**src/logic/acq_pkg.sv**
```systemverilog
package acq_pkg;

   // -------------------------------------------------
   // Sizes
   // -------------------------------------------------
   // One antenna sample
   localparam int SAMPLE_BITS  = 24;
   // MCB word address
   localparam int ADDR_BITS    = 21;
   // Samples captured before streaming starts
   localparam int BUF_WORDS    = 16;
   // Buffer address counter width
   localparam int BUF_IDX_BITS = $clog2(BUF_WORDS);
   // Wishbone data bus
   localparam int BUS_BITS     = 8;
   // Bus reads per streamed sample
   localparam int STREAM_BYTES = SAMPLE_BITS / BUS_BITS;

   typedef logic [SAMPLE_BITS-1:0]  sample_t;
   typedef logic [ADDR_BITS-1:0]    mcb_addr_t;
   typedef logic [BUS_BITS-1:0]     bus_word_t;
   typedef logic [BUF_IDX_BITS-1:0] buf_idx_t;

   // -------------------------------------------------
   // Encodings
   // -------------------------------------------------
   // Capture FSM, also shown in system register bits 2..0
   typedef enum logic [2:0] {
      CAP_IDLE  = 3'd0,
      CAP_FILL  = 3'd1,
      CAP_FLUSH = 3'd2,
      CAP_READY = 3'd3
   } cap_state_e;

   // Register map
   typedef enum logic [1:0] {
      AQ_STREAM = 2'd0,
      AQ_RSVD1  = 2'd1,
      AQ_RSVD2  = 2'd2,
      AQ_SYSTEM = 2'd3
   } acq_reg_e;

   // System register flag positions
   localparam int STAT_ENABLE = 7;
   localparam int STAT_ERROR  = 6;
   localparam int STAT_VALID  = 5;

endpackage

```
**src/logic/fetch_if.sv**
```systemverilog
interface fetch_if;

   // Single read request, one-cycle pulse
   logic             req;
   // Read return for the oldest request
   logic             rvalid;
   acq_pkg::sample_t rdata;
   // Buffer filled, reads may start
   logic             ready;

   // Buffer counts as ready once capture has settled
   function automatic logic ready_state(acq_pkg::cap_state_e state);
      return state == acq_pkg::CAP_READY;
   endfunction

   modport capture (
      input  req,
      output rvalid,
      output rdata,
      output ready,
      import ready_state
   );

   modport prefetch (
      output req,
      input  rvalid,
      input  rdata,
      input  ready
   );

endinterface

```
**src/logic/acq_regs.sv**
```systemverilog
module acq_regs (
   input  logic                clock_i,
   input  logic                reset_i,

   input  logic                cyc_i,
   input  logic                stb_i,
   input  logic                we_i,
   input  logic [1:0]          adr_i,
   input  acq_pkg::bus_word_t  dat_i,
   output logic                ack_o,
   output acq_pkg::bus_word_t  dat_o,

   input  logic                io_busy_i,

   input  acq_pkg::sample_t    sample_i,
   input  logic                valid_i,
   input  acq_pkg::cap_state_e state_i,
   input  logic                overrun_i,

   output logic                enable_o,
   output logic                consumed_o
);

   logic               ack_q;
   acq_pkg::bus_word_t dat_q;
   logic               enable_q;
   logic               error_q;
   logic               consumed_q;
   // Byte position within the current sample
   logic [1:0]         index_q;

   logic               access;
   logic               fetch_rd;
   logic               store_wr;
   logic               stream_rd;
   logic               last_byte;
   acq_pkg::acq_reg_e  reg_sel;
   acq_pkg::bus_word_t stream_byte;
   acq_pkg::bus_word_t sys_word;
   acq_pkg::bus_word_t rd_word;

   // -------------------------------------------------
   // Bus decode
   // -------------------------------------------------
   // One access per transfer, ack blocks the repeat
   assign access    = cyc_i && stb_i && !ack_q;
   assign fetch_rd  = access && !we_i;
   assign store_wr  = access && we_i;
   assign reg_sel   = acq_pkg::acq_reg_e'(adr_i);
   assign stream_rd = fetch_rd && (reg_sel == acq_pkg::AQ_STREAM);
   assign last_byte = index_q == 2'(acq_pkg::STREAM_BYTES - 1);

   // MSB first
   always_comb begin
      stream_byte = sample_i[(acq_pkg::STREAM_BYTES - 1 - index_q) * acq_pkg::BUS_BITS
                             +: acq_pkg::BUS_BITS];
   end

   // Status word, bits 4..3 stay zero
   always_comb begin
      sys_word                      = '0;
      sys_word[acq_pkg::STAT_ENABLE] = enable_q;
      sys_word[acq_pkg::STAT_ERROR]  = error_q;
      sys_word[acq_pkg::STAT_VALID]  = valid_i;
      sys_word[2:0]                  = state_i;
   end

   always_comb begin
      case (reg_sel)
         acq_pkg::AQ_STREAM: rd_word = valid_i ? stream_byte : '0;
         acq_pkg::AQ_SYSTEM: rd_word = sys_word;
         acq_pkg::AQ_RSVD1,
         acq_pkg::AQ_RSVD2:  rd_word = '0;
         default:            rd_word = '0;
      endcase
   end

   // -------------------------------------------------
   // Bus response
   // -------------------------------------------------
   always_ff @(posedge clock_i) begin
      if (reset_i) begin
         ack_q <= 1'b0;
      end else begin
         ack_q <= access;
      end
   end

   // Read data lines up with ack
   always_ff @(posedge clock_i) begin
      if (fetch_rd) begin
         dat_q <= rd_word;
      end
   end

   // Enable only, other system bits read-only
   always_ff @(posedge clock_i) begin
      if (reset_i) begin
         enable_q <= 1'b0;
      end else if (store_wr && (reg_sel == acq_pkg::AQ_SYSTEM)) begin
         enable_q <= dat_i[acq_pkg::STAT_ENABLE];
      end
   end

   // -------------------------------------------------
   // Stream byte index
   // -------------------------------------------------
   // Idle I/O port restarts at the first byte
   always_ff @(posedge clock_i) begin
      if (reset_i) begin
         index_q <= '0;
      end else if (!io_busy_i) begin
         index_q <= '0;
      end else if (stream_rd && valid_i) begin
         index_q <= last_byte ? 2'd0 : index_q + 2'd1;
      end
   end

   always_ff @(posedge clock_i) begin
      if (reset_i) begin
         consumed_q <= 1'b0;
      end else begin
         consumed_q <= stream_rd && valid_i && last_byte;
      end
   end

   // Sticky, underrun or overrun
   always_ff @(posedge clock_i) begin
      if (reset_i) begin
         error_q <= 1'b0;
      end else if ((stream_rd && !valid_i) || overrun_i) begin
         error_q <= 1'b1;
      end
   end

   assign ack_o      = ack_q;
   assign dat_o      = dat_q;
   assign enable_o   = enable_q;
   assign consumed_o = consumed_q;

endmodule

```
**src/logic/acq_top.sv**
```systemverilog
module acq_top (
   input  logic                          clock_i,
   input  logic                          reset_i,

   // Antenna samples
   input  logic [acq_pkg::SAMPLE_BITS-1:0] sample_i,
   input  logic                          sample_stb_i,

   // Wishbone classic slave
   input  logic                          cyc_i,
   input  logic                          stb_i,
   input  logic                          we_i,
   input  logic [1:0]                    adr_i,
   input  logic [acq_pkg::BUS_BITS-1:0]  dat_i,
   output logic                          ack_o,
   output logic [acq_pkg::BUS_BITS-1:0]  dat_o,

   input  logic                          io_busy_i,

   // MCB command port
   output logic                          mcb_ce_o,
   output logic                          mcb_wr_o,
   output logic [acq_pkg::ADDR_BITS-1:0] mcb_adr_o,
   output logic [acq_pkg::SAMPLE_BITS-1:0] mcb_dat_o,
   input  logic                          mcb_rdy_i,
   input  logic                          mcb_ack_i,
   input  logic [acq_pkg::SAMPLE_BITS-1:0] mcb_dat_i
);

   logic                enable;
   logic                overrun;
   logic                consumed;
   logic                sample_valid;
   acq_pkg::sample_t    sample;
   acq_pkg::cap_state_e state;

   fetch_if i_fetch ();

   // -------------------------------------------------
   // Capture and read-back
   // -------------------------------------------------
   raw_capture i_capture (
      .clock_i      (clock_i),
      .reset_i      (reset_i),
      .enable_i     (enable),
      .sample_i     (sample_i),
      .sample_stb_i (sample_stb_i),
      .mcb_ce_o     (mcb_ce_o),
      .mcb_wr_o     (mcb_wr_o),
      .mcb_adr_o    (mcb_adr_o),
      .mcb_dat_o    (mcb_dat_o),
      .mcb_rdy_i    (mcb_rdy_i),
      .mcb_ack_i    (mcb_ack_i),
      .mcb_dat_i    (mcb_dat_i),
      .fetch        (i_fetch.capture),
      .state_o      (state),
      .overrun_o    (overrun)
   );

   dram_prefetch i_prefetch (
      .clock_i    (clock_i),
      .reset_i    (reset_i),
      .fetch      (i_fetch.prefetch),
      .consumed_i (consumed),
      .sample_o   (sample),
      .valid_o    (sample_valid)
   );

   // -------------------------------------------------
   // Register slave
   // -------------------------------------------------
   acq_regs i_regs (
      .clock_i    (clock_i),
      .reset_i    (reset_i),
      .cyc_i      (cyc_i),
      .stb_i      (stb_i),
      .we_i       (we_i),
      .adr_i      (adr_i),
      .dat_i      (dat_i),
      .ack_o      (ack_o),
      .dat_o      (dat_o),
      .io_busy_i  (io_busy_i),
      .sample_i   (sample),
      .valid_i    (sample_valid),
      .state_i    (state),
      .overrun_i  (overrun),
      .enable_o   (enable),
      .consumed_o (consumed)
   );

endmodule

```
**src/logic/dram_prefetch.sv**
```systemverilog
module dram_prefetch (
   input  logic             clock_i,
   input  logic             reset_i,

   fetch_if.prefetch        fetch,

   input  logic             consumed_i,
   output acq_pkg::sample_t sample_o,
   output logic             valid_o
);

   // Set once the buffer has been seen ready
   logic             started_q;
   // A read is in flight
   logic             pending_q;
   logic             req_q;
   logic             valid_q;
   acq_pkg::sample_t sample_q;

   logic issue;

   // -------------------------------------------------
   // Request generation
   // -------------------------------------------------
   // First word on ready, then one per consumed sample
   assign issue = ((fetch.ready && !started_q) || consumed_i) && !pending_q;

   always_ff @(posedge clock_i) begin
      if (reset_i) begin
         started_q <= 1'b0;
         req_q     <= 1'b0;
      end else begin
         started_q <= started_q || fetch.ready;
         req_q     <= issue;
      end
   end

   always_ff @(posedge clock_i) begin
      if (reset_i) begin
         pending_q <= 1'b0;
      end else if (issue) begin
         pending_q <= 1'b1;
      end else if (fetch.rvalid) begin
         pending_q <= 1'b0;
      end
   end

   // -------------------------------------------------
   // Sample holder
   // -------------------------------------------------
   always_ff @(posedge clock_i) begin
      if (reset_i) begin
         valid_q <= 1'b0;
      end else if (fetch.rvalid) begin
         valid_q <= 1'b1;
      end else if (consumed_i) begin
         valid_q <= 1'b0;
      end
   end

   // Held until the next word returns
   always_ff @(posedge clock_i) begin
      if (fetch.rvalid) begin
         sample_q <= fetch.rdata;
      end
   end

   assign fetch.req = req_q;
   assign sample_o  = sample_q;
   assign valid_o   = valid_q;

endmodule

```
**src/logic/raw_capture.sv**
```systemverilog
module raw_capture (
   input  logic                clock_i,
   input  logic                reset_i,
   input  logic                enable_i,

   input  acq_pkg::sample_t    sample_i,
   input  logic                sample_stb_i,

   output logic                mcb_ce_o,
   output logic                mcb_wr_o,
   output acq_pkg::mcb_addr_t  mcb_adr_o,
   output acq_pkg::sample_t    mcb_dat_o,
   input  logic                mcb_rdy_i,
   input  logic                mcb_ack_i,
   input  acq_pkg::sample_t    mcb_dat_i,

   fetch_if.capture            fetch,

   output acq_pkg::cap_state_e state_o,
   output logic                overrun_o
);

   acq_pkg::cap_state_e state_q;
   acq_pkg::buf_idx_t   wr_addr_q;
   acq_pkg::buf_idx_t   rd_addr_q;
   logic                overrun_q;

   logic cmd_accept;
   logic wr_start;
   logic rd_start;
   logic last_write;

   // -------------------------------------------------
   // Command handshake
   // -------------------------------------------------
   assign cmd_accept = mcb_ce_o && mcb_rdy_i;

   // New sample only when no write is pending
   assign wr_start = (state_q == acq_pkg::CAP_FILL) && sample_stb_i && !mcb_ce_o;

   // Prefetch reads only after the buffer is full
   assign rd_start = (state_q == acq_pkg::CAP_READY) && fetch.req && !mcb_ce_o;

   assign last_write = cmd_accept && mcb_wr_o &&
                       (wr_addr_q == acq_pkg::buf_idx_t'(acq_pkg::BUF_WORDS - 1));

   // Control part of the command
   always_ff @(posedge clock_i) begin
      if (reset_i) begin
         mcb_ce_o <= 1'b0;
         mcb_wr_o <= 1'b0;
      end else if (cmd_accept) begin
         mcb_ce_o <= 1'b0;
      end else if (wr_start) begin
         mcb_ce_o <= 1'b1;
         mcb_wr_o <= 1'b1;
      end else if (rd_start) begin
         mcb_ce_o <= 1'b1;
         mcb_wr_o <= 1'b0;
      end
   end

   // Address and data held until accepted
   always_ff @(posedge clock_i) begin
      if (wr_start) begin
         mcb_adr_o <= acq_pkg::mcb_addr_t'(wr_addr_q);
         mcb_dat_o <= sample_i;
      end else if (rd_start) begin
         mcb_adr_o <= acq_pkg::mcb_addr_t'(rd_addr_q);
      end
   end

   // -------------------------------------------------
   // Address counters
   // -------------------------------------------------
   always_ff @(posedge clock_i) begin
      if (reset_i) begin
         wr_addr_q <= '0;
         rd_addr_q <= '0;
      end else if (cmd_accept) begin
         if (mcb_wr_o) begin
            wr_addr_q <= wr_addr_q + 1'b1;
         end else if (rd_addr_q == acq_pkg::buf_idx_t'(acq_pkg::BUF_WORDS - 1)) begin
            // Read-back wraps around the buffer
            rd_addr_q <= '0;
         end else begin
            rd_addr_q <= rd_addr_q + 1'b1;
         end
      end
   end

   // -------------------------------------------------
   // Capture FSM
   // -------------------------------------------------
   always_ff @(posedge clock_i) begin
      if (reset_i) begin
         state_q <= acq_pkg::CAP_IDLE;
      end else begin
         case (state_q)
            acq_pkg::CAP_IDLE: begin
               if (enable_i) begin
                  state_q <= acq_pkg::CAP_FILL;
               end
            end
            acq_pkg::CAP_FILL: begin
               // Last sample written, buffer complete
               if (last_write) begin
                  state_q <= acq_pkg::CAP_FLUSH;
               end
            end
            acq_pkg::CAP_FLUSH: begin
               state_q <= acq_pkg::CAP_READY;
            end
            default: begin
               // Stays ready until reset
               state_q <= acq_pkg::CAP_READY;
            end
         endcase
      end
   end

   // Strobe during a held write is lost
   always_ff @(posedge clock_i) begin
      if (reset_i) begin
         overrun_q <= 1'b0;
      end else begin
         overrun_q <= (state_q == acq_pkg::CAP_FILL) && sample_stb_i && mcb_ce_o;
      end
   end

   assign state_o   = state_q;
   assign overrun_o = overrun_q;

   // Read returns straight to the prefetcher
   assign fetch.rvalid = mcb_ack_i && (state_q == acq_pkg::CAP_READY);
   assign fetch.rdata  = mcb_dat_i;
   assign fetch.ready  = fetch.ready_state(state_q);

endmodule

```
**config.mk**
```make
export PLATFORM = sky130hd
export DESIGN_NAME = acq_top
export DESIGN_NICKNAME = d
export VERILOG_FILES = /design/src/logic/acq_pkg.sv /design/src/logic/fetch_if.sv /design/src/logic/acq_regs.sv /design/src/logic/acq_top.sv /design/src/logic/dram_prefetch.sv /design/src/logic/raw_capture.sv
export SDC_FILE = /design/constraint.sdc
export NUM_CORES = 1
export LEC_CHECK = 0
export BUFFER_PORTS_ARGS = -buffer_cell sky130_fd_sc_hd__buf_2
export CORE_AREA = 3 3 93 95
export DETAILED_ROUTE_END_ITERATION = 7
export DIE_AREA = 0 0 96 98
export HOLD_SLACK_MARGIN = 0.12
export PLACE_DENSITY = 0.73
export SYNTH_ARGS = -nofsm -noshare
export SYNTH_HDL_FRONTEND = slang
export SYNTH_HIERARCHICAL = 1
export SYNTH_SLANG_ARGS = --single-unit
```
**constraint.sdc**
```tcl
create_clock -name clock_i -period 1.7 [get_ports clock_i]
set_input_delay 0 -clock clock_i [delete_from_list [all_inputs] [get_ports clock_i]]
set_output_delay 0 -clock clock_i [all_outputs]
set_load 0.05 [all_outputs]
```
==> summary.md <==
| Metric | Value |
|---|---|
| Die area | `9410 sq um` |
| Arrival time at the worst endpoint | `1.77 ns` |
| Ys async rst share | `0%` |
| Sequential cell area fraction in the yosys report | `63.7%` |
| # IOs | `123` |
| Initial DRC Count | `110` |
| Min-delay worst type | `in2reg` |
| GR Util All Layers | `15.7%` |
| Row cnt | `32` |
| Critical setup path kind | `reg2reg` |
| Met1 Track Usage GR | `18.1%` |
| Routed wire length | `7.33 mm` |
| Routing usage on met3 | `5.62%` |
| Combinational power share | `8.9%` |
| TritonCTS clock tree | `done` |
| Most frequent cells in the layout | `buf_2, edfxtp_1, dlygate4sd3_1, dfxtp_1, conb_1` |
| Synth Flop Type | `edfxtp_1` |
| Drt wl/cell | `14.4 um` |
| Port bufs | `98` |
| # diodes | `0` |
| Worst setup margin | `0.0269 ns` |
| Total power | `3890 uW` |
| Via count | `2372` |
| Register area | `2270 sq um` |
| Crit path required time | `1.79 ns` |
| Cell Int Power | `3010 uW` |
| Maximum capacitance violations | `0` |
| Hold Crit Start | `mcb_ack_i` |
| Sinks on Clock Net | `83` |
| H-tree level count | `3` |
| Crit. End Element | `register` |
| Outcome | `complete, no violations` |
| Fillers | `605` |
| Initial cell density of the core | `45.5%` |
| Share of cells above drive strength 1 | `35.0%` |
| Die Y | `98 um` |
| Mapped cell area | `3550 sq um` |
| Average size of a mapped cell | `13.8 sq um` |
| Synth-to-layout area growth | `34.1%` |
| Final setup vio count | `0` |
| Vias in the first global route | `2392` |
| Switching share of total power | `22.7%` |
| Clock share of power | `35.1%` |
| Min cycle time layout | `1.67 ns` |
| Worst reg2reg path startpoint | `i_regs/index_q[1]` |
| Pwr Density | `817 nW/um^2` |
| Synth warn | `6` |
| Drt pass-1 iters | `4` |
| Hold Slack | `0.249 ns` |
| Final setup TNS | `0 ns` |
| Post-place setup slack | `0.0388 ns` |
| Final antenna-violating net count | `0` |
| Most common cell after layout, fill and taps aside | `buf_2` |
| Largest net degree at the start of global routing | `27` |
| Leak pwr | `0.00189 uW` |
| Initial antenna violation count | `0` |
| CP Launch Type | `register` |
| Synth top area share | `50.7%` |
| CTS max path bufs | `2` |
| Final net count | `474` |
| Clock latency at the later pin of the worst-skew pair | `0.34 ns` |
| Mapped Cells | `257` |
| CORE AREA | `7810 sq um` |
| First-pass GRT wire length | `11.4 mm` |
| Yosys cell types | `43` |
| CP startpoint | `i_regs/index_q[1]` |
| CTS Root Cell | `clkbuf_8` |
| RePlAce Congestion | `0.785` |
| Multi-input combinational cell area | `990 sq um` |
| Reg power frac | `56.0%` |
| Tcrit/Tclk final | `98.4%` |
| Post-synth EDFFs | `60` |
| Leading area contributor after synthesis | `edfxtp_1` |
| GRT met2 Usage | `26.9%` |
| Largest cells by area after synthesis | `edfxtp_1, dfxtp_1, buf_4, mux2i_1, ha_1` |
| Num CTS Buffers | `9` |
| Clock Pin Slew Worst Setup and Hold Paths | `0.08 ns` |
| Vias/cell | `4.67` |
| Clock Skews | `0.0103 ns` |
| Post-route DRC | `0` |
| Switching pwr | `884 uW` |
| Chip width | `96 um` |
| Max-slew violations | `0` |
| Top Usage Layer GRT | `met2` |
| Final count of hold timing violations | `0` |
| Maximum vdd drop | `0.505 mV` |
| Global route overflow | `0` |
| Fmax | `598 MHz` |
| Fin util | `61.0%` |
| Worst-path fanout max | `8` |
| DP Wirelength | `4.72 mm` |
| Yosys reg bits | `83` |
## repair_timing
action                                  4_1_cts  5_1_grt
buffers inserted                              0        4
resized for setup                             0        5
hold endpoints to repair                     68        0
endpoints found under the setup margin        0        5
hold buffers                                 59        0
## cells by family after synthesis
logic type               Yosys count  synth area share (%)
XOR/XNOR                           3                 0.740
multiplexers                      18                  5.64
flip-flops                        83                  63.7
other                              1                 0.106
AO/OA/AOI/OAI                     26                  5.32
AND/OR/NAND/NOR                   65                  11.3
buffers and inverters             55                  11.1
adder cells (fa/ha/maj)            6                  2.11
## path summary, 6_finish.rpt
path                               end  cells after the start  slack (ns)
setup / recovery       i_regs/dat_o[1]                      7        0.03
hold / removal    i_prefetch/pending_q                      4        0.25
setup reg to reg       i_regs/dat_o[1]                      7        0.03
hold reg to reg   i_prefetch/started_q                      2        0.47
## worst max-delay path, stage by stage (launching register included)
cell      delay (ns)
dfxtp_2         0.35
inv_1           0.08
ha_4            0.26
buf_4           0.17
clkbuf_4        0.18
nand3_1         0.08
o21ai_0         0.11
a22o_1          0.20
## synth_stat cells, types with 2 or more instances
| library cell | instances |
|---|---|
| a22o_1 | 6 |
| nor3_1 | 6 |
| inv_1 | 4 |
| and2_1 | 3 |
| nor2_1 | 12 |
| ha_1 | 6 |
| xor2_1 | 3 |
| mux2_4 | 4 |
| nand2b_1 | 3 |
| a21oi_1 | 4 |
| buf_6 | 3 |
| edfxtp_1 | 60 |
| nand4b_1 | 2 |
| nand2_1 | 8 |
| o21ai_0 | 7 |
| nor3b_2 | 2 |
| dfxtp_1 | 23 |
| nand3_1 | 13 |
| nand3_2 | 2 |
| mux2i_1 | 14 |
| o21ba_1 | 2 |
| clkbuf_1 | 2 |
| buf_4 | 43 |
| buf_2 | 3 |
| o21ai_1 | 2 |
| nor2b_1 | 2 |
| or3_1 | 2 |
## per-layer routing
metal / part of all wire (%) / routed length (um)
met5: 0 / 0
met4: 0.83 / 61
met3: 8.9 / 654
met2: 50 / 3670
met1: 40 / 2940
## registers in the layout, summed over array words and instances, names as in the netlist, 2 cells and up
signal / cells
i_capture/state_o: 2
i_regs/dat_o: 8
i_capture/mcb_dat_o: 24
i_capture/wr_addr_q: 4
i_capture/rd_addr_q: 4
i_capture/mcb_adr_o: 4
i_regs/index_q: 2
i_prefetch/sample_o: 24
## power groups by stage
stage	Clock (uW)	Sequential (uW)	Combinational [uW]
2_1_floorplan	0	2260	183
3_3_place_gp	0	2230	232
3_5_place_dp	0	2230	237
4_1_cts	1410	2180	343
5_1_grt	1510	2180	372
6_report	1370	2180	348
## through the flow
| step | std cells | cell area, sq um |
|---|---|---|
| after floorplan | 274 | 3650 |
| after global placement | 429 | 3950 |
| after detailed placement | 429 | 3950 |
| after CTS | 504 | 4730 |
| after global routing | 508 | 4760 |
| final | 508 | 4760 |
## area by class of cell
cell class / count / share of cell area [%]
Sequential cell: 83 / 47.6
Timing Repair Buffer: 167 / 24.5
Multi-Input combinational cell: 136 / 20.8
Clock buffer: 10 / 2.68
Tap cell: 102 / 2.68
Clock inverter: 6 / 1.34
Inverter: 4 / 0.368
(Power assumes the default switching activity.)
